File: config.mk
export PLATFORM = sky130hd
export DESIGN_NAME = simple_ipod
export DESIGN_NICKNAME = d
export VERILOG_FILES = /design/src/verilog/simple_ipod_pkg.sv /design/src/verilog/simple_ipod.sv /design/src/verilog/sample_player.sv /design/src/verilog/sample_fifo.sv /design/src/verilog/flash_reader.sv /design/src/verilog/playback_control.sv
export SDC_FILE = /design/constraint.sdc
export NUM_CORES = 1
export LEC_CHECK = 0
export BUFFER_PORTS_ARGS = -buffer_cell sky130_fd_sc_hd__buf_2
export CAP_MARGIN = 0
export CORE_MARGIN = 2
export CORE_UTILIZATION = 26
export CTS_CLUSTER_SIZE = 28
export DETAILED_ROUTE_END_ITERATION = 8
export GPL_ROUTABILITY_DRIVEN = 0
export PLACE_DENSITY = 0.44
export SETUP_SLACK_MARGIN = 0.02
export SLEW_MARGIN = 10
export SYNTH_ARGS = -nofsm -noshare
export SYNTH_HDL_FRONTEND = slang
export SYNTH_SLANG_ARGS = --single-unit
export TNS_END_PERCENT = 10
File: constraint.sdc
create_clock -name clk -period 10.58 [get_ports clk]
set_input_delay 2.116 -clock clk [delete_from_list [all_inputs] [get_ports clk]]
set_output_delay 2.116 -clock clk [all_outputs]
set_load 0.1 [all_outputs]
File: src/verilog/simple_ipod_pkg.sv
`default_nettype none

package simple_ipod_pkg;

  // ========================================
  // Widths
  // ========================================
  localparam int FLASH_ADDR_W = 23;
  localparam int FLASH_WORD_W = 32;
  localparam int SAMPLE_W     = 16;
  localparam int PERIOD_W     = 16;
  localparam int ASCII_W      = 8;

  typedef logic        [FLASH_ADDR_W-1:0] flash_addr_t;
  typedef logic        [FLASH_WORD_W-1:0] flash_word_t;  // Two samples per word
  typedef logic signed [SAMPLE_W-1:0]     sample_t;
  typedef logic        [PERIOD_W-1:0]     period_t;      // In clk cycles
  typedef logic        [ASCII_W-1:0]      ascii_t;

  // ========================================
  // Playback constants
  // ========================================
  // Audio region ends here, address wraps back to 0
  localparam flash_addr_t LAST_WORD_ADDR = 23'h7FFFF;

  localparam period_t SAMPLE_PERIOD_BASE = 16'd2272;  // ~22 kHz at 50 MHz
  localparam period_t PERIOD_STEP        = 16'd100;
  localparam period_t PERIOD_MIN         = 16'd1000;
  localparam period_t PERIOD_MAX         = 16'd5000;

  // Sample buffer
  localparam int FIFO_DEPTH   = 8;
  localparam int FIFO_PTR_W   = $clog2(FIFO_DEPTH);
  localparam int FIFO_COUNT_W = $clog2(FIFO_DEPTH + 1);  // Holds 0..FIFO_DEPTH

  // ========================================
  // Command keys
  // ========================================
  localparam ascii_t KEY_UPPER_D = 8'h44;  // Pause
  localparam ascii_t KEY_UPPER_E = 8'h45;  // Play
  localparam ascii_t KEY_UPPER_F = 8'h46;  // Forward
  localparam ascii_t KEY_UPPER_B = 8'h42;  // Backward
  localparam ascii_t KEY_UPPER_R = 8'h52;  // Restart

  localparam ascii_t KEY_LOWER_D = 8'h64;
  localparam ascii_t KEY_LOWER_E = 8'h65;
  localparam ascii_t KEY_LOWER_F = 8'h66;
  localparam ascii_t KEY_LOWER_B = 8'h62;
  localparam ascii_t KEY_LOWER_R = 8'h72;

endpackage

`default_nettype wire
File: src/verilog/simple_ipod.sv
`default_nettype none

module simple_ipod (
  input  logic                          clk,
  input  logic                          reset,
  input  simple_ipod_pkg::ascii_t       key_ascii,
  input  logic                          key_valid,
  input  logic                          speed_up,
  input  logic                          speed_down,
  input  logic                          speed_reset,
  output logic                          wb_cyc,
  output logic                          wb_stb,
  output simple_ipod_pkg::flash_addr_t  wb_adr,
  input  simple_ipod_pkg::flash_word_t  wb_rdata,
  input  logic                          wb_ack,
  output simple_ipod_pkg::sample_t      audio_sample,
  output logic                          sample_valid
);

  import simple_ipod_pkg::*;

  // Control to datapath
  logic    playing;
  logic    forward;
  logic    restart;
  period_t sample_period;

  // Producer, buffer and consumer
  logic                    push;
  sample_t                 push_data;
  logic                    pop;
  sample_t                 pop_data;
  logic                    empty;
  logic [FIFO_COUNT_W-1:0] count;

  playback_control control_i (
    .clk, .reset, .key_ascii, .key_valid, .speed_up, .speed_down, .speed_reset,
    .playing, .forward, .restart, .sample_period
  );

  flash_reader reader_i (
    .clk, .reset, .playing, .forward, .restart, .count,
    .wb_cyc, .wb_stb, .wb_adr, .wb_rdata, .wb_ack,
    .push, .push_data
  );

  sample_fifo #(
    .payload_t (sample_t)
  ) fifo_i (
    .clk, .reset, .push, .push_data, .pop, .pop_data, .empty, .count
  );

  sample_player player_i (
    .clk, .reset, .sample_period, .empty, .pop, .pop_data,
    .audio_sample, .sample_valid
  );

endmodule

`default_nettype wire

File: src/verilog/sample_player.sv
`default_nettype none

module sample_player (
  input  logic                      clk,
  input  logic                      reset,
  input  simple_ipod_pkg::period_t  sample_period,
  input  logic                      empty,
  output logic                      pop,
  input  simple_ipod_pkg::sample_t  pop_data,
  output simple_ipod_pkg::sample_t  audio_sample,
  output logic                      sample_valid
);

  import simple_ipod_pkg::*;

  period_t cnt;
  period_t period_q;  // Period of the running interval
  logic    tick;

  assign tick = (cnt == period_q - 1'b1);
  assign pop  = tick && !empty;

  // ========================================
  // Sample-period divider
  // ========================================
  always_ff @(posedge clk or posedge reset) begin
    if (reset) begin
      cnt      <= '0;
      period_q <= SAMPLE_PERIOD_BASE;
    end else if (tick) begin
      cnt      <= '0;
      period_q <= sample_period;  // New value counts from here on
    end else begin
      cnt <= cnt + 1'b1;
    end
  end

  always_ff @(posedge clk or posedge reset) begin
    if (reset) begin
      sample_valid <= 1'b0;
    end else begin
      sample_valid <= pop;
    end
  end

  // Holds the last sample through an empty tick
  always_ff @(posedge clk) begin
    if (pop) audio_sample <= pop_data;
  end

  // Minimum period keeps output strobes apart
  assert property (@(posedge clk) disable iff (reset)
    sample_valid |=> !sample_valid);

endmodule

`default_nettype wire

File: src/verilog/sample_fifo.sv
`default_nettype none

module sample_fifo #(
  parameter type payload_t = logic
) (
  input  logic                                     clk,
  input  logic                                     reset,
  input  logic                                     push,
  input  payload_t                                 push_data,
  input  logic                                     pop,
  output payload_t                                 pop_data,
  output logic                                     empty,
  output logic [simple_ipod_pkg::FIFO_COUNT_W-1:0] count
);

  import simple_ipod_pkg::*;

  payload_t              mem [FIFO_DEPTH];
  logic [FIFO_PTR_W-1:0] wr_ptr;
  logic [FIFO_PTR_W-1:0] rd_ptr;
  logic                  full;
  logic                  do_push;
  logic                  do_pop;

  assign full    = (count == FIFO_COUNT_W'(FIFO_DEPTH));
  assign empty   = (count == '0);
  assign do_push = push && !full;
  assign do_pop  = pop && !empty;

  // ========================================
  // Storage
  // ========================================
  always_ff @(posedge clk) begin
    if (do_push) mem[wr_ptr] <= push_data;
  end

  assign pop_data = mem[rd_ptr];  // Head entry, shown ahead of pop

  always_ff @(posedge clk or posedge reset) begin
    if (reset) begin
      wr_ptr <= '0;
      rd_ptr <= '0;
      count  <= '0;
    end else begin
      if (do_push) begin
        wr_ptr <= (wr_ptr == FIFO_PTR_W'(FIFO_DEPTH - 1)) ? '0 : wr_ptr + 1'b1;
      end
      if (do_pop) begin
        rd_ptr <= (rd_ptr == FIFO_PTR_W'(FIFO_DEPTH - 1)) ? '0 : rd_ptr + 1'b1;
      end
      case ({do_push, do_pop})
        2'b10:   count <= count + 1'b1;
        2'b01:   count <= count - 1'b1;
        default: count <= count;  // Both or neither
      endcase
    end
  end

  // Producer must throttle on count, consumer on empty
  assert property (@(posedge clk) disable iff (reset) !(push && full));
  assert property (@(posedge clk) disable iff (reset) !(pop && empty));

endmodule

`default_nettype wire

File: src/verilog/flash_reader.sv
`default_nettype none

module flash_reader (
  input  logic                                       clk,
  input  logic                                       reset,
  input  logic                                       playing,
  input  logic                                       forward,
  input  logic                                       restart,
  input  logic [simple_ipod_pkg::FIFO_COUNT_W-1:0]   count,
  output logic                                       wb_cyc,
  output logic                                       wb_stb,
  output simple_ipod_pkg::flash_addr_t               wb_adr,
  input  simple_ipod_pkg::flash_word_t               wb_rdata,
  input  logic                                       wb_ack,
  output logic                                       push,
  output simple_ipod_pkg::sample_t                   push_data
);

  import simple_ipod_pkg::*;

  typedef enum logic [1:0] {
    ST_IDLE,
    ST_READ,
    ST_PUSH_FIRST,
    ST_PUSH_SECOND
  } state_t;

  state_t      state;
  flash_addr_t addr;
  flash_addr_t addr_step;     // Neighbour word in current direction
  flash_word_t word_q;
  logic        word_forward;  // Split order for the word in hand
  logic        restart_pending;
  logic        start_read;

  // Only when two entries are free, so both halves always fit
  assign start_read = playing && (state == ST_IDLE) && (count <= FIFO_DEPTH - 2);

  always_comb begin
    if (forward) begin
      addr_step = (addr == LAST_WORD_ADDR) ? '0 : addr + 1'b1;
    end else begin
      addr_step = (addr == '0) ? LAST_WORD_ADDR : addr - 1'b1;
    end
  end

  // ========================================
  // Read sequencing
  // ========================================
  always_ff @(posedge clk or posedge reset) begin
    if (reset) begin
      state           <= ST_IDLE;
      addr            <= '0;
      word_forward    <= 1'b1;
      restart_pending <= 1'b0;
    end else begin
      case (state)
        ST_IDLE: begin
          if (restart) begin
            addr <= forward ? '0 : LAST_WORD_ADDR;
          end
          if (start_read) begin
            state        <= ST_READ;
            word_forward <= forward;
          end
        end
        ST_READ: begin
          if (wb_ack) state <= ST_PUSH_FIRST;
        end
        ST_PUSH_FIRST: state <= ST_PUSH_SECOND;
        ST_PUSH_SECOND: begin
          state <= ST_IDLE;
          // A restart seen mid-read overrides the step
          if (restart || restart_pending) begin
            addr <= forward ? '0 : LAST_WORD_ADDR;
          end else begin
            addr <= addr_step;
          end
        end
        default: state <= ST_IDLE;
      endcase

      if (state != ST_IDLE && state != ST_PUSH_SECOND && restart) begin
        restart_pending <= 1'b1;
      end else if (state == ST_PUSH_SECOND) begin
        restart_pending <= 1'b0;
      end
    end
  end

  // Word register
  always_ff @(posedge clk) begin
    if (state == ST_READ && wb_ack) word_q <= wb_rdata;
  end

  assign wb_cyc = (state == ST_READ);
  assign wb_stb = (state == ST_READ);
  assign wb_adr = addr;

  assign push = (state == ST_PUSH_FIRST) || (state == ST_PUSH_SECOND);
  // Upper half first when forward, lower half first when backward
  assign push_data = ((state == ST_PUSH_FIRST) == word_forward) ? sample_t'(word_q[31:16])
                                                                : sample_t'(word_q[15:0]);

  // Classic handshake holds the request until ack
  assert property (@(posedge clk) disable iff (reset)
    (wb_stb && !wb_ack) |=> (wb_stb && $stable(wb_adr)));

endmodule

`default_nettype wire

File: src/verilog/playback_control.sv
`default_nettype none

module playback_control (
  input  logic                    clk,
  input  logic                    reset,
  input  simple_ipod_pkg::ascii_t key_ascii,
  input  logic                    key_valid,
  input  logic                    speed_up,
  input  logic                    speed_down,
  input  logic                    speed_reset,
  output logic                    playing,
  output logic                    forward,
  output logic                    restart,
  output simple_ipod_pkg::period_t sample_period
);

  import simple_ipod_pkg::*;

  logic cmd_play;
  logic cmd_pause;
  logic cmd_fwd;
  logic cmd_back;
  logic cmd_restart;

  // Key decode, either case accepted
  assign cmd_play    = key_valid && (key_ascii == KEY_UPPER_E || key_ascii == KEY_LOWER_E);
  assign cmd_pause   = key_valid && (key_ascii == KEY_UPPER_D || key_ascii == KEY_LOWER_D);
  assign cmd_fwd     = key_valid && (key_ascii == KEY_UPPER_F || key_ascii == KEY_LOWER_F);
  assign cmd_back    = key_valid && (key_ascii == KEY_UPPER_B || key_ascii == KEY_LOWER_B);
  assign cmd_restart = key_valid && (key_ascii == KEY_UPPER_R || key_ascii == KEY_LOWER_R);

  // ========================================
  // Run state and direction
  // ========================================
  always_ff @(posedge clk or posedge reset) begin
    if (reset) begin
      playing <= 1'b0;
      forward <= 1'b1;
      restart <= 1'b0;
    end else begin
      restart <= cmd_restart;  // One cycle only
      if (cmd_play) begin
        playing <= 1'b1;
      end else if (cmd_pause) begin
        playing <= 1'b0;
      end
      if (cmd_fwd) begin
        forward <= 1'b1;
      end else if (cmd_back) begin
        forward <= 1'b0;
      end
    end
  end

  // ========================================
  // Sample period, saturating
  // ========================================
  always_ff @(posedge clk or posedge reset) begin
    if (reset) begin
      sample_period <= SAMPLE_PERIOD_BASE;
    end else if (speed_reset) begin
      sample_period <= SAMPLE_PERIOD_BASE;
    end else if (speed_up) begin
      // Shorter period means faster playback
      if (sample_period <= PERIOD_MIN + PERIOD_STEP) begin
        sample_period <= PERIOD_MIN;
      end else begin
        sample_period <= sample_period - PERIOD_STEP;
      end
    end else if (speed_down) begin
      if (sample_period >= PERIOD_MAX - PERIOD_STEP) begin
        sample_period <= PERIOD_MAX;
      end else begin
        sample_period <= sample_period + PERIOD_STEP;
      end
    end
  end

  // Speed pulses arrive one at a time
  assert property (@(posedge clk) disable iff (reset)
    $onehot0({speed_up, speed_down, speed_reset}));

endmodule

`default_nettype wire

# After elaboration in Yosys (flattened, before gate mapping)
# Memory sizes are Yosys's and may differ from the RTL's. A register that Yosys moved wholly into a read port is not among the register bits.
# Cells that the tools add are included.
# W data, S select, Z words.
# totals
memories	1
out_inout_bits	42
mem_bits_rw	128
regBits	121
in_bits	47
# op_classes
eq_ne	25
reduce_logical	35
n_lt_le_gt_ge	3
mux	28
add_sub_neg	10
# mem_list
name	words	width	rd	rd_clocked_by_memory_dff	write_ports	line_no	text
fifo_i.mem	8	16	1	1	1	sample_fifo.sv:18	payload_t mem [FIFO_DEPTH];
# ops
operator	n
$mux W23	5
$mux W16	7
$eq A8 B7 Y1 const B	10
$pmux W23 S2	1
$add A23 B1 Y23 const B	1
$eq A23 B19 Y1 const B	1
$logic_not A23 Y1	1
$sub A23 B1 Y23 const B	1
$mux W19	1
$add A16 B1 Y16 const B	1
$add A16 B7 Y16 const B	1
$eq A16 B16 Y1	1
$ge A16 B13 Y1 const B	1
$le A16 B11 Y1 const B	1
$sub A16 B1 Y16 const B	1
$sub A16 B7 Y16 const B	1
$logic_and A1 B1 Y1	13
$reduce_bool A2 Y1	6
$mux W1	8
$pmux W2 S4	1
$pmux W4 S2	1
$logic_or A1 B1 Y1	7
$add A3 B1 Y3 const B	2
$eq A2 B2 Y1 const B	3
16 further kinds	25

# Depth between registers and ports, before layout
# Gate-level depths: netlist of the first run.
# depth
ltp_word	6
ltp_mapped	15
ltp_nobuf	14

# Hierarchy
# Synthesis of the first run repeated with hierarchy kept, for this count alone.
# unflattened
cells_unflattened	996
area_unflattened_um2	13122.6
# modules_own_cells
module	cells_each	instances	seq_area_each_um2	area_each_um2
sample_fifo	254	1	4093.9	5597.9
flash_reader	368	1	1637.8	3597.2
sample_player	196	1	1311.3	2428.6
playback_control	178	1	431.7	1498.9

# Worst setup path after synthesis of the first run
# Ideal clock, no wire load.
# synth_path
path_kind	reg2reg
from	register player_i.period_q[2]
to	register fifo_i.count[3] (netlist name)
t_arrival_ns	4.439
period_less_slack_ns	4.564
n_path_buf	1
path_stages_with_launch	16
path_slack_ns	6.016
path_cell_list	dfrtp_1 > inv_1 > ha_1 > buf_4 > or4b_4 > or3_1 > a221oi_2 > nand4_1 > nor4_2 > ha_1 > ha_1 > a21o_1 > a21oi_1 > xnor2_1 > nor2_1 > xor2_1
# synth_via
elab_chain_cells	6
# synth_lines
item	line_no	text
from (decl)	sample_player.sv:17	period_t period_q;
from (signal assigned)	sample_player.sv:32	period_q <= sample_period;
$sub A16 B1 Y16 (*)	sample_player.sv:20	assign tick = (cnt == period_q - 1'b1);
$eq A16 B16 Y1 (*)	sample_player.sv:20	
$logic_and A1 B1 Y1 (*)	sample_player.sv:21	assign pop = tick && !empty;
$logic_and A1 B1 Y1 (*)	sample_fifo.sv:28	assign do_pop = pop && !empty;
named net fifo_i.do_pop	sample_fifo.sv:23	logic do_pop;
$eq A2 B1 Y1 or $eq A2 B2 Y1 (tied branches)	sample_fifo.sv:51	case ({do_push, do_pop})
$pmux W4 S2 or $reduce_bool A2 Y1 (tied branches)	-	
to (signal assigned)	sample_fifo.sv:52	2'b10: count <= count + 1'b1;
to (signal assigned)	sample_fifo.sv:53	2'b01: count <= count - 1'b1;
to (signal assigned)	sample_fifo.sv:54	default: count <= count;
to (decl)	sample_fifo.sv:13	output logic [simple_ipod_pkg::FIFO_COUNT_W-1:0] count
# Mark *: on every way through the listed nets, which the timed path passes. The rest lies on a longest branch.
# A chain may end at the register's enable or synchronous reset.

# Worst setup path in the final report of the first run
# Ends and elaborated chain as after synthesis.

==> results of run 1 <==
sequential cells by signal, summed over array words and instances, names as in the netlist, 2 cells and up:
signal and count:
player_i.audio_sample 16, fifo_i.wr_ptr 3, fifo_i.rd_ptr 3, control_i.sample_period 14
player_i.cnt 16, fifo_i.mem 128, fifo_i.count 4, reader_i.word_q 32
reader_i.wb_adr 23, reader_i.state 2, player_i.period_q 14
layer usage:
| metal | share of wire [%] | vias to the layer above | GRT usage (%) |
|---|---|---|---|
| li1 | - | 3774 | - |
| met1 | 48 | 4033 | 16.8 |
| met2 | 45 | 163 | 19.1 |
| met3 | 5.4 | 37 | 3.05 |
| met4 | 1.8 | 0 | 3.62 |
| met5 | 0 | - | 0 |
worst register-to-register path, delay by kind of cell (launching register included):
family	cells	cell delay, ps
flip-flops	1	450
AO/OA/AOI/OAI	3	650
buffers and inverters	2	480
AND/OR/NAND/NOR	5	1610
adder cells (fa/ha/maj)	3	890
XOR/XNOR	2	290
final cells by class:
class | count | area [um2] | area share (%)
Clock inverter | 23 | 270 | 1.83
Inverter | 33 | 126 | 0.856
Clock buffer | 39 | 890 | 6.02
Tap cell | 607 | 759 | 5.14
Multi-Input combinational cell | 589 | 4690 | 31.7
Sequential cell | 261 | 7430 | 50.3
Timing Repair Buffer | 110 | 608 | 4.12
Yosys cell counts, drive strengths merged (19+ instances only):
master    n  share of area (%)
nor2     48                1.5
a31oi    21                1.1
dfrtp    75                 15
o22ai    20                1.0
edfxtp  176                 43
nand3    29                1.2
or3      19               0.96
clkbuf   46                1.4
inv      33                1.0
o21ai    48                1.9
nor3     32                1.3
nand2    44                1.3
xor2     30                2.1
mux2     48                4.4
xnor2    35                2.5
mux4     32                5.8
ha       20                2.0
power breakdown:
| group | switching (uW) | internal, uW |
|---|---|---|
| Clock | 464 | 713 |
| Sequential | 171 | 1370 |
| Combinational | 764 | 327 |
| Total | 1400 | 2410 |
metrics by stage:
stage / power [uW] / util, %
global route: 4030 / 31.6
detailed placement: 2670 / 29.1
CTS: 3870 / 31.6
global placement: 2650 / 29.1
floorplan: 2340 / -
finish: 3810 / 31.6
layout by cell type, fill, tap and decap left out, types with 34 or more instances in the layout:
cell type	netlist	layout
sky130_fd_sc_hd__nor2_1	48	48
sky130_fd_sc_hd__o21ai_0	42	42
sky130_fd_sc_hd__buf_2	0	87
sky130_fd_sc_hd__nand2_1	44	44
sky130_fd_sc_hd__dfrtp_1	75	74
sky130_fd_sc_hd__mux2_2	34	34
sky130_fd_sc_hd__xnor2_1	35	34
sky130_fd_sc_hd__edfxtp_1	176	176
sky130_fd_sc_hd__clkbuf_16	0	34
worst paths after layout:
check | cells past startpoint | endpoint | start
max in group asynchronous | 3 | fifo_i.count[1] | reset
setup reg to reg | 15 | fifo_i.count[3] | player_i.period_q[2]
setup / recovery | 15 | fifo_i.count[3] | player_i.period_q[2]
min in group asynchronous | 2 | control_i.sample_period[4] | reset
hold / removal | 2 | reader_i.word_forward | reader_i.word_forward
hold reg to reg | 2 | reader_i.word_forward | reader_i.word_forward
cells by family after synthesis:
group / share of synthesized area, %
flip-flops: 59.9
AND/OR/NAND/NOR: 10.9
AO/OA/AOI/OAI: 8.87
buffers and inverters: 2.86
multiplexers: 10.7
XOR/XNOR: 4.60
adder cells (fa/ha/maj): 2.18
==> out/results.md, run 1 <==
| Step | Parameter | This run |
| --- | --- | --- |
| pwr | Leakage Power | 0.00528 uW |
| worst setup path | CP most frequent cell | sky130_fd_sc_hd__ha_1 |
| grt | First-pass GRT wire length | 47500 um |
| cells and area | Final std cells w/o fill | 1662 |
| place | Total of buffers placed on input and output ports | 87 |
| cts | Clock tree from TritonCTS | yes |
| timing | Number of max-slew violations in the final report | 0 |
| cells and area | Layout-stage area growth over the synthesis result | 19.2% |
| flow run | Max-cap violations | 0 |
| grt | Antenna violations before repair | 0 |
| cts | Clock tree root driver cell | sky130_fd_sc_hd__clkbuf_16 |
| timing | Highest Clock Rate | 223 MHz |
| grt | Sum of overflow across all layers after global routing | 0 |
| cells and area | Diode insertion count for antenna repair | 0 |
| synthesis | Ys flop type | sky130_fd_sc_hd__edfxtp_1 |
| synthesis | Post-synthesis async set-or-reset flop share | 32.6% |
| routing | Detail-routed net length per standard cell | 18.0 um |
| cells and area | Count of fill cells added during filler insertion | 4675 |
| worst setup path | Number of buffer and inverter stages on the critical path | 2 |
| worst setup path | Worst setup path category | flip-flop to flip-flop |
| routing | Number of iterations in the first detailed-routing pass | 5 |
| cts | Latest clock arrival within the worst-skew pair | 550 ps |
| timing | Final worst clock skew | 33.5 ps |
| synthesis | Average size of a mapped cell | 13.2 um2 |
| timing | Worst-Margin Slew | 1090 ps |
| routing | Post-route DRC | 0 |
| pwr | PD cells | 258 mW/mm2 |
| timing | Min Tclk post-route | 4480 ps |
| grt | Pin count of the biggest net entering global routing | 59 |
| routing | DRT Wirelength | 29900 um |
| grt | GRT Util Overall | 12.3% |
| die | Starting density of the core | 26.5% |
| cells and area | Net count reported at finish | 1097 |
| pwr | Largest voltage drop on the vdd net | 0.000168 V |
| timing | Setup repair after global routing missed its margin | false |
| timing | Period utilisation layout | 42.4% |
| cts | Clk sinks | 261 |
| grt | Number of global-route vias before repair | 8006 |
| cts | Number of buffers created by CTS | 34 |
| die | Floorplan core area | 0.0468 mm2 |
| timing | Min Hold Slack | 495 ps |
| synthesis | EDFF count, synth | 176 |
| synthesis | Netlist Area Pre-Place | 0.0124 mm2 |
| worst setup path | Required time at the worst-slack endpoint | 11000 ps |
| cts | Cts-stage hold buffer count | 0 |
| worst setup path | Largest stage delay on the critical path | 550 ps |
| cells and area | Summed area of non-filler cells in the final layout | 0.0148 mm2 |
| timing | Setup tns final | 0 ps |
| routing | Via density | 4.82 |
| routing | 1st-iter DRT viols | 555 |
| die | Die outline height | 222 um |
| timing | Slew margin rel. | 27.1% |
| synthesis | Netlist cell types | 69 |
| worst hold path | Classification of the worst-slack hold path | flip-flop to flip-flop |
| die | Chip Width | 222 um |
| worst setup path | Delay-heaviest family, CP | simple AND/OR/NAND/NOR gates |
| worst setup path | Sort of element at the end of the critical path | flip-flop |
| worst setup path | Minimum setup slack among reg-to-reg paths | 6100 ps |
| worst setup path | Slowest library cell on the worst path | sky130_fd_sc_hd__or4b_4 |
| place | Place WS | 6070 ps |
| die | Die Outline Area | 0.0494 mm2 |
| worst setup path | Data arrival time of the critical path | 4910 ps |
| place | Hpwl dp | 19100 um |
| worst setup path | Critical Path Start Type | flip-flop |
| cts | Post-CTS repair timing setup buffer count | 0 |
| routing | Final antenna-violating net count | 0 |
| synthesis | Syn Inst Count | 939 |
| timing | Finish-stage setup viols | 0 |
| status | Result of the run | finished, final reports clean |
| cts | Buffer depth of the longest clock path | 3 |
| routing | Detailed-route via count | 8007 |
| die | # rows | 79 |
| cts | Clk pin slew, worst setup/hold paths | 60 ps |
| worst setup path | Worst-path cell chain | inv_1, ha_1, or4b_4, or3_1, a221oi_2, nand4_1, nor4_4, buf_4, ha_1, ha_1, a21o_1, a21oi_1, xnor2_1, nor2_1, xor2_1 |
| die | Number of top-level pins | 89 |
| synthesis | Total number of yosys warnings | 0 |
| synthesis | Post-synthesis net count | 1007 |
| worst setup path | Maximum fanout count along the critical path | 19 |
| cells and area | Fraction of final layout cells with drive strength greater than 1 | 25.3% |
| synthesis | Sequential cell area fraction in the yosys report | 59.9% |
| cts | H-tree levels | 2 |
| timing | Hold Vio Cnt, Final | 0 |
| place | Placement Cell Area | 0.0136 mm2 |
| synthesis | Total of flip-flops plus latches after synthesis | 261 |
| timing | Worst setup slack after layout | 6100 ps |
| place | Total instance count after detailed placement | 1600 |
| cts | Resized Gates After CTS | 0 |
(Power assumes the default switching activity.)
==> run 2, diff against run 1 <==
clock period = 4.3 ns   (was 10.58 ns; I/O delays follow)
==> out/results.md, run 2 (same netlist as run 1, synthesis figures left out) <==
| Step | Parameter | This run |
| --- | --- | --- |
| worst setup path | Required time at the worst-slack endpoint | 4750 ps |
| die | Chip Width | 222 um |
| worst setup path | Reg-to-reg endpoint | fifo_i.count[3] |
| timing | Highest Clock Rate | 253 MHz |
| die | Die outline height | 222 um |
| worst setup path | Data arrival time of the critical path | 4400 ps |
| cts | Clock tree from TritonCTS | yes |
| worst setup path | Launch instance of the worst register-to-register path | player_i.period_q[2] |
| die | Starting density of the core | 26.5% |
| routing | Met1 wire length | 14200 um |
| timing | Number of max-slew violations in the final report | 0 |
| pwr | Leakage Power | 0.00520 uW |
| timing | Setup tns final | 0 ps |
| worst hold path | Classification of the worst-slack hold path | input pin to asynchronous set/reset pin |
| worst setup path | Slowest library cell on the worst path | sky130_fd_sc_hd__or4b_4 |
| routing | DRT Wirelength | 29600 um |
| worst setup path | Maximum fanout count along the critical path | 9 |
| timing | Final worst clock skew | 12.2 ps |
| cts | H-tree levels | 1 |
| cts | Resized Gates After CTS | 0 |
| routing | Number of iterations in the first detailed-routing pass | 4 |
| cts | Number of buffers created by CTS | 31 |
| timing | Setup repair after global routing missed its margin | false |
| worst setup path | Largest stage delay on the critical path | 550 ps |
| routing | Met2 WL post-DR | 13600 um |
| grt | GRT Util Overall | 12.1% |
| timing | Hold Vio Cnt, Final | 0 |
| status | Result of the run | finished, final reports clean |
| routing | Met3 WL | 1360 um |
| worst setup path | Sort of element at the end of the critical path | flip-flop |
| cts | Clk pin slew, worst setup/hold paths | 60 ps |
| cts | Clock tree root driver cell | sky130_fd_sc_hd__clkbuf_16 |
| routing | Final antenna-violating net count | 0 |
| routing | 1st-iter DRT viols | 475 |
| cts | Post-CTS repair timing setup buffer count | 0 |
| grt | Number of global-route vias before repair | 8116 |
| timing | Min Tclk post-route | 3950 ps |
| cts | Buffer depth of the longest clock path | 3 |
| worst setup path | Critical Path Start Type | flip-flop |
| worst setup path | CP most frequent cell | sky130_fd_sc_hd__ha_1 |
| cells and area | Commonest cells after routing, fill and taps aside | 176 x sky130_fd_sc_hd__edfxtp_1, 87 x sky130_fd_sc_hd__buf_2, 74 x sky130_fd_sc_hd__dfrtp_1 |
| pwr | Largest voltage drop on the vdd net | 0.000523 V |
| place | Total of buffers placed on input and output ports | 87 |
| die | Floorplan core area | 0.0468 mm2 |
| routing | Via density | 4.77 |
| worst setup path | Worst setup path category | flip-flop to flip-flop |
| grt | Pin count of the biggest net entering global routing | 50 |
| cells and area | Number of flip-flops in the largest register | 128 |
| die | Number of top-level pins | 89 |
| die | # rows | 79 |
| timing | Period utilisation layout | 91.8% |
| cells and area | Fraction of final layout cells with drive strength greater than 1 | 25.1% |
| pwr | Post-route total power | 8990 uW |
| cts | Clk sinks | 261 |
| grt | Sum of overflow across all layers after global routing | 0 |
| routing | Highest routing layer actually used | met5 |
| worst setup path | Worst reg2reg path depth | 14 |
| routing | Detailed-route via count | 7921 |
| grt | First-pass GRT wire length | 47600 um |
| worst setup path | Worst-path cell chain | inv_1, ha_1, or4b_4, or3_1, a221oi_2, nand4_1, nor4_4, ha_1, ha_1, a21o_1, a21oi_1, xnor2_1, nor2_1, xor2_1 |
| timing | Worst-Margin Slew | 1060 ps |
| cts | Cts-stage hold buffer count | 0 |
| cells and area | Finished Core Util | 31.2% |
| cells and area | Diode insertion count for antenna repair | 0 |
| worst setup path | Startpoint of the most critical setup path | player_i.period_q[2] |
| routing | Post-route DRC | 0 |
| grt | Antenna violations before repair | 1 |
| worst setup path | Minimum setup slack among reg-to-reg paths | 350 ps |
| cells and area | Net count reported at finish | 1095 |
| timing | Slew margin rel. | 29.4% |
| routing | Detail-routed net length per standard cell | 17.8 um |
| cells and area | Largest reg by FF count | fifo_i.mem |
| flow run | Max-cap violations | 0 |
| pwr | PD cells | 616 mW/mm2 |
| cells and area | Layout-stage area growth over the synthesis result | 17.9% |
| cts | Latest clock arrival within the worst-skew pair | 570 ps |
| cells and area | Commonest non-fill, non-tap cell in the layout | sky130_fd_sc_hd__edfxtp_1 |
| place | Hpwl dp | 19200 um |
| timing | Finish-stage setup viols | 0 |
| place | Placement Cell Area | 0.0136 mm2 |
| die | Die Outline Area | 0.0494 mm2 |
| worst setup path | Capturing instance or port of the critical path | fifo_i.count[3] |
| cells and area | Summed area of non-filler cells in the final layout | 0.0146 mm2 |
==> run 2: routing by layer <==
layer,track usage [%],vias up
li1,-,3769
met1,16.9,3994
met2,19.1,129
met3,2.79,27
met4,2.46,2
met5,0,-
==> run 2: critical path, delay by kind of cell, from the launching register on <==
kind	cells	cell delay (ps)
and+or+nand+nor	5	1610
adders and majority gates	3	820
AOI/OAI and AO/OA	3	580
DFF	1	440
xor gates and xnor gates	2	270
buffers and inverters	1	110
==> run 2: final cells by class <==
type / instances / area [um2]
Sequential cell: 261 / 7430
Tap cell: 607 / 759
Fill cell: 4693 / 32200
Clock inverter: 14 / 121
Multi-Input combinational cell: 589 / 4690
Timing Repair Buffer: 111 / 616
Inverter: 33 / 125
Clock buffer: 44 / 865
==> run 2: stage by stage <==
stage	setup WS [ps]	instances	hold slack, ps
2_1_floorplan	149	939	466
3_3_place_gp	373	1601	491
3_5_place_dp	341	1601	511
4_1_cts	325	1659	420
5_1_grt	44.9	1659	422
6_report	354	1659	450
==> run 2: worst min-delay path by stage <==
| stage | startpoint | end | cells past startpoint |
|---|---|---|---|
| after floorplan | reader_i.word_forward | reader_i.word_forward | 2 |
| after global placement | reader_i.word_forward | reader_i.word_forward | 2 |
| after detailed placement | player_i.period_q[15] | player_i.period_q[15] | 1 |
| after CTS | wb_rdata[23] | reader_i.word_q[23] | 1 |
| after global routing | wb_rdata[4] | reader_i.word_q[4] | 1 |
| final | reset | control_i.playing | 2 |
==> run 2: where the power goes <==
| part | total, uW | switching (uW) | internal [uW] | leakage, uW |
|---|---|---|---|---|
| clock network | 2510 | 1050 | 1460 | 0.000481 |
| registers | 3790 | 424 | 3370 | 0.00264 |
| logic | 2690 | 1890 | 802 | 0.00208 |
| total | 8990 | 3360 | 5630 | 0.00520 |
==> run 3, diff against run 2 <==
ABC_AREA = 1   (was default)
==> out/results.md, run 3 <==
| Step | Parameter | This run |
| --- | --- | --- |
| status | Result of the run | finished, final reports clean |
| timing | Setup tns final | 0 ps |
| cts | Clk pin slew, worst setup/hold paths | 60 ps |
| worst hold path | Classification of the worst-slack hold path | input pin to asynchronous set/reset pin |
| flow run | Max-cap violations | 0 |
| routing | Post-route DRC | 0 |
| place | Placement Cell Area | 0.0141 mm2 |
| worst setup path | Required time at the worst-slack endpoint | 4750 ps |
| cells and area | Net count reported at finish | 1535 |
| routing | Detailed-route via count | 9630 |
| cts | Number of buffers created by CTS | 30 |
| timing | Finish-stage setup viols | 0 |
| cts | Cts-stage hold buffer count | 0 |
| place | Place WS | 1170 ps |
| timing | Min Tclk post-route | 3130 ps |
| place | Total of buffers placed on input and output ports | 87 |
| cells and area | Layout-stage area growth over the synthesis result | 16.8% |
| synthesis | EDFF count, synth | 176 |
| timing | Setup repair after global routing missed its margin | false |
| cells and area | Largest reg by FF count | fifo_i.mem |
| timing | Worst setup slack after layout | 1170 ps |
| cts | Buffer depth of the longest clock path | 3 |
| grt | Pin count of the biggest net entering global routing | 68 |
| worst setup path | Data arrival time of the critical path | 3570 ps |
| routing | Number of iterations in the first detailed-routing pass | 7 |
| cts | Clk sinks | 261 |
| timing | Final worst clock skew | 20.8 ps |
| die | Floorplan core area | 0.0490 mm2 |
| synthesis | Total of flip-flops plus latches after synthesis | 261 |
| timing | Number of max-slew violations in the final report | 0 |
| die | Starting density of the core | 26.3% |
| place | Hpwl dp | 23000 um |
| grt | Antenna violations before repair | 2 |
| cells and area | Commonest cells after routing, fill and taps aside | 246 x sky130_fd_sc_hd__nand2_1, 230 x sky130_fd_sc_hd__nor2_1, 176 x sky130_fd_sc_hd__edfxtp_1 |
| timing | Hold Vio Cnt, Final | 0 |
| cts | Clock tree from TritonCTS | yes |
| synthesis | Average size of a mapped cell | 9.42 um2 |
| pwr | Leakage Power | 0.00608 uW |
| die | Die outline height | 227 um |
| synthesis | Largest area contributor in the netlist | sky130_fd_sc_hd__edfxtp_1 |
| pwr | PD cells | 630 mW/mm2 |
| cells and area | Summed area of non-filler cells in the final layout | 0.0151 mm2 |
| worst setup path | Minimum setup slack among reg-to-reg paths | 1170 ps |
| cts | Post-CTS repair timing setup buffer count | 0 |
| worst setup path | Worst setup path category | flip-flop to flip-flop |
| die | Chip Width | 227 um |
| cells and area | Finished Core Util | 30.8% |
| cts | Latest clock arrival within the worst-skew pair | 570 ps |
| worst setup path | Sort of element at the end of the critical path | flip-flop |
| timing | Worst-Margin Slew | 1040 ps |
| grt | Sum of overflow across all layers after global routing | 0 |
| synthesis | Ys flop type | sky130_fd_sc_hd__edfxtp_1 |
| cts | H-tree levels | 1 |
| synthesis | Synth cell count leaders | 246 x sky130_fd_sc_hd__nand2_1, 231 x sky130_fd_sc_hd__nor2_1, 176 x sky130_fd_sc_hd__edfxtp_1 |
| synthesis | Netlist cell types | 46 |
| worst setup path | Worst-path cell chain | inv_2, ha_1, nand2_2, nor2_4, xor2_1, nor2_1, nand4_1, nor2_1, nand2_1, nor2_2, ha_1, ha_1, nand2_1, nor2_1, a211oi_1, nor2_1, nor2_1, nand2_1, xor2_1 |
| synthesis | Most frequently used cell type in the post-synthesis netlist | sky130_fd_sc_hd__nand2_1 |
| worst setup path | Critical Path Start Type | flip-flop |
| die | Die Outline Area | 0.0514 mm2 |
| routing | Via density | 4.47 |
| timing | Highest Clock Rate | 320 MHz |
| cts | Resized Gates After CTS | 0 |
| synthesis | Sequential cell area fraction in the yosys report | 57.6% |
| grt | GRT Util Overall | 13.6% |
| cells and area | Commonest non-fill, non-tap cell in the layout | sky130_fd_sc_hd__nand2_1 |
| die | # rows | 81 |
| timing | Period utilisation layout | 72.7% |
| die | Number of top-level pins | 89 |
| cells and area | Number of flip-flops in the largest register | 128 |
| synthesis | Post-synthesis net count | 1436 |
| synthesis | Syn Inst Count | 1368 |
| synthesis | Netlist Area Pre-Place | 0.0129 mm2 |
| routing | 1st-iter DRT viols | 584 |
| synthesis | Share of Yosys cell area claimed by the top area cell type | 41.0% |
| cts | Clock tree root driver cell | sky130_fd_sc_hd__clkbuf_16 |
| worst setup path | Slowest library cell on the worst path | sky130_fd_sc_hd__dfrtp_1 |
| worst setup path | Maximum fanout count along the critical path | 5 |
| synthesis | Total number of yosys warnings | 0 |
| pwr | Largest voltage drop on the vdd net | 0.000748 V |
| grt | Number of global-route vias before repair | 9531 |
| cells and area | Fraction of final layout cells with drive strength greater than 1 | 14.5% |
| routing | Detail-routed net length per standard cell | 16.0 um |
| synthesis | Largest cells by area after synthesis | sky130_fd_sc_hd__edfxtp_1 41%, sky130_fd_sc_hd__dfrtp_1 15%, sky130_fd_sc_hd__nand2_1 7.2% |
| routing | Final antenna-violating net count | 0 |
| synthesis | Post-synthesis async set-or-reset flop share | 32.6% |
| timing | Slew margin rel. | 30.2% |
| grt | First-pass GRT wire length | 54600 um |
| routing | DRT Wirelength | 34500 um |
| worst setup path | Largest stage delay on the critical path | 410 ps |
| cells and area | Count of fill cells added during filler insertion | 5139 |
| worst setup path | CP most frequent cell | sky130_fd_sc_hd__nor2_1 |
[run 3: power by group]
part	internal [uW]	switching, uW
registers	3490	370
logic	783	2470
clock network	1350	1030
[run 3: layout make-up]
type                            instances  area, um2  area share (%)
Sequential cell                       261       7430            49.3
Inverter                              128        485            3.22
Tap cell                              664        831            5.51
Clock inverter                         10       73.8           0.490
Clock buffer                           43        840            5.57
Timing Repair Buffer                  108        593            3.94
Antenna cell                            2       5.00          0.0332
Multi-Input combinational cell        938       4810            31.9
[run 3: per-layer routing]
metal / wire [um] / vias up / track usage [%]
met5: 0 / - / 0
met4: 805 / 0 / 4.20
met3: 1180 / 46 / 1.81
met2: 16100 / 166 / 22.4
met1: 16400 / 4581 / 18.4
li1: - / 4837 / -
[run 3: stage by stage]
stage               total power, uW  hold WS (ps)  std cells
floorplan                      6190           456       1368
global placement               7160           485       2099
detailed placement             7180           489       2099
CTS                            9620           408       2152
global route                  10100           434       2154
finish                         9490           417       2154
[run 3: cells by family (layout without fill, tap and decap cells)]
family                     count (synthesis)  count (layout)  synth area share [%]
adders and majority gates                 21              21                  2.10
muxes                                     17              17                  1.48
AOI/OAI and AO/OA                        221             221                  9.69
DFF                                      261             261                  57.6
buffers and inverters                    169             289                  5.17
and+or+nand+nor                          630             630                  20.6
other                                      0               2                     0
xor gates and xnor gates                  49              49                  3.33
[run 3: critical path: cells and delay by family (launching register included)]
kind	cells	cell delay, ps
flip-flops	1	410
AND/OR/NAND/NOR	12	1260
adder cells (fa/ha/maj)	3	780
XOR/XNOR	2	240
buffers and inverters	1	100
AO/OA/AOI/OAI	1	240
[run 3: final timing paths]
path                            cells after the start                   end            startpoint
worst max-delay path                               19       fifo_i.count[3]  player_i.period_q[2]
worst min-delay path                                2    reader_i.wb_adr[1]                 reset
worst max register to register                     19       fifo_i.count[3]  player_i.period_q[2]
worst min register to register                      1       player_i.cnt[0]       player_i.cnt[0]
max in group asynchronous                           3  player_i.period_q[5]                 reset
min in group clk                                    1   reader_i.word_q[30]          wb_rdata[30]
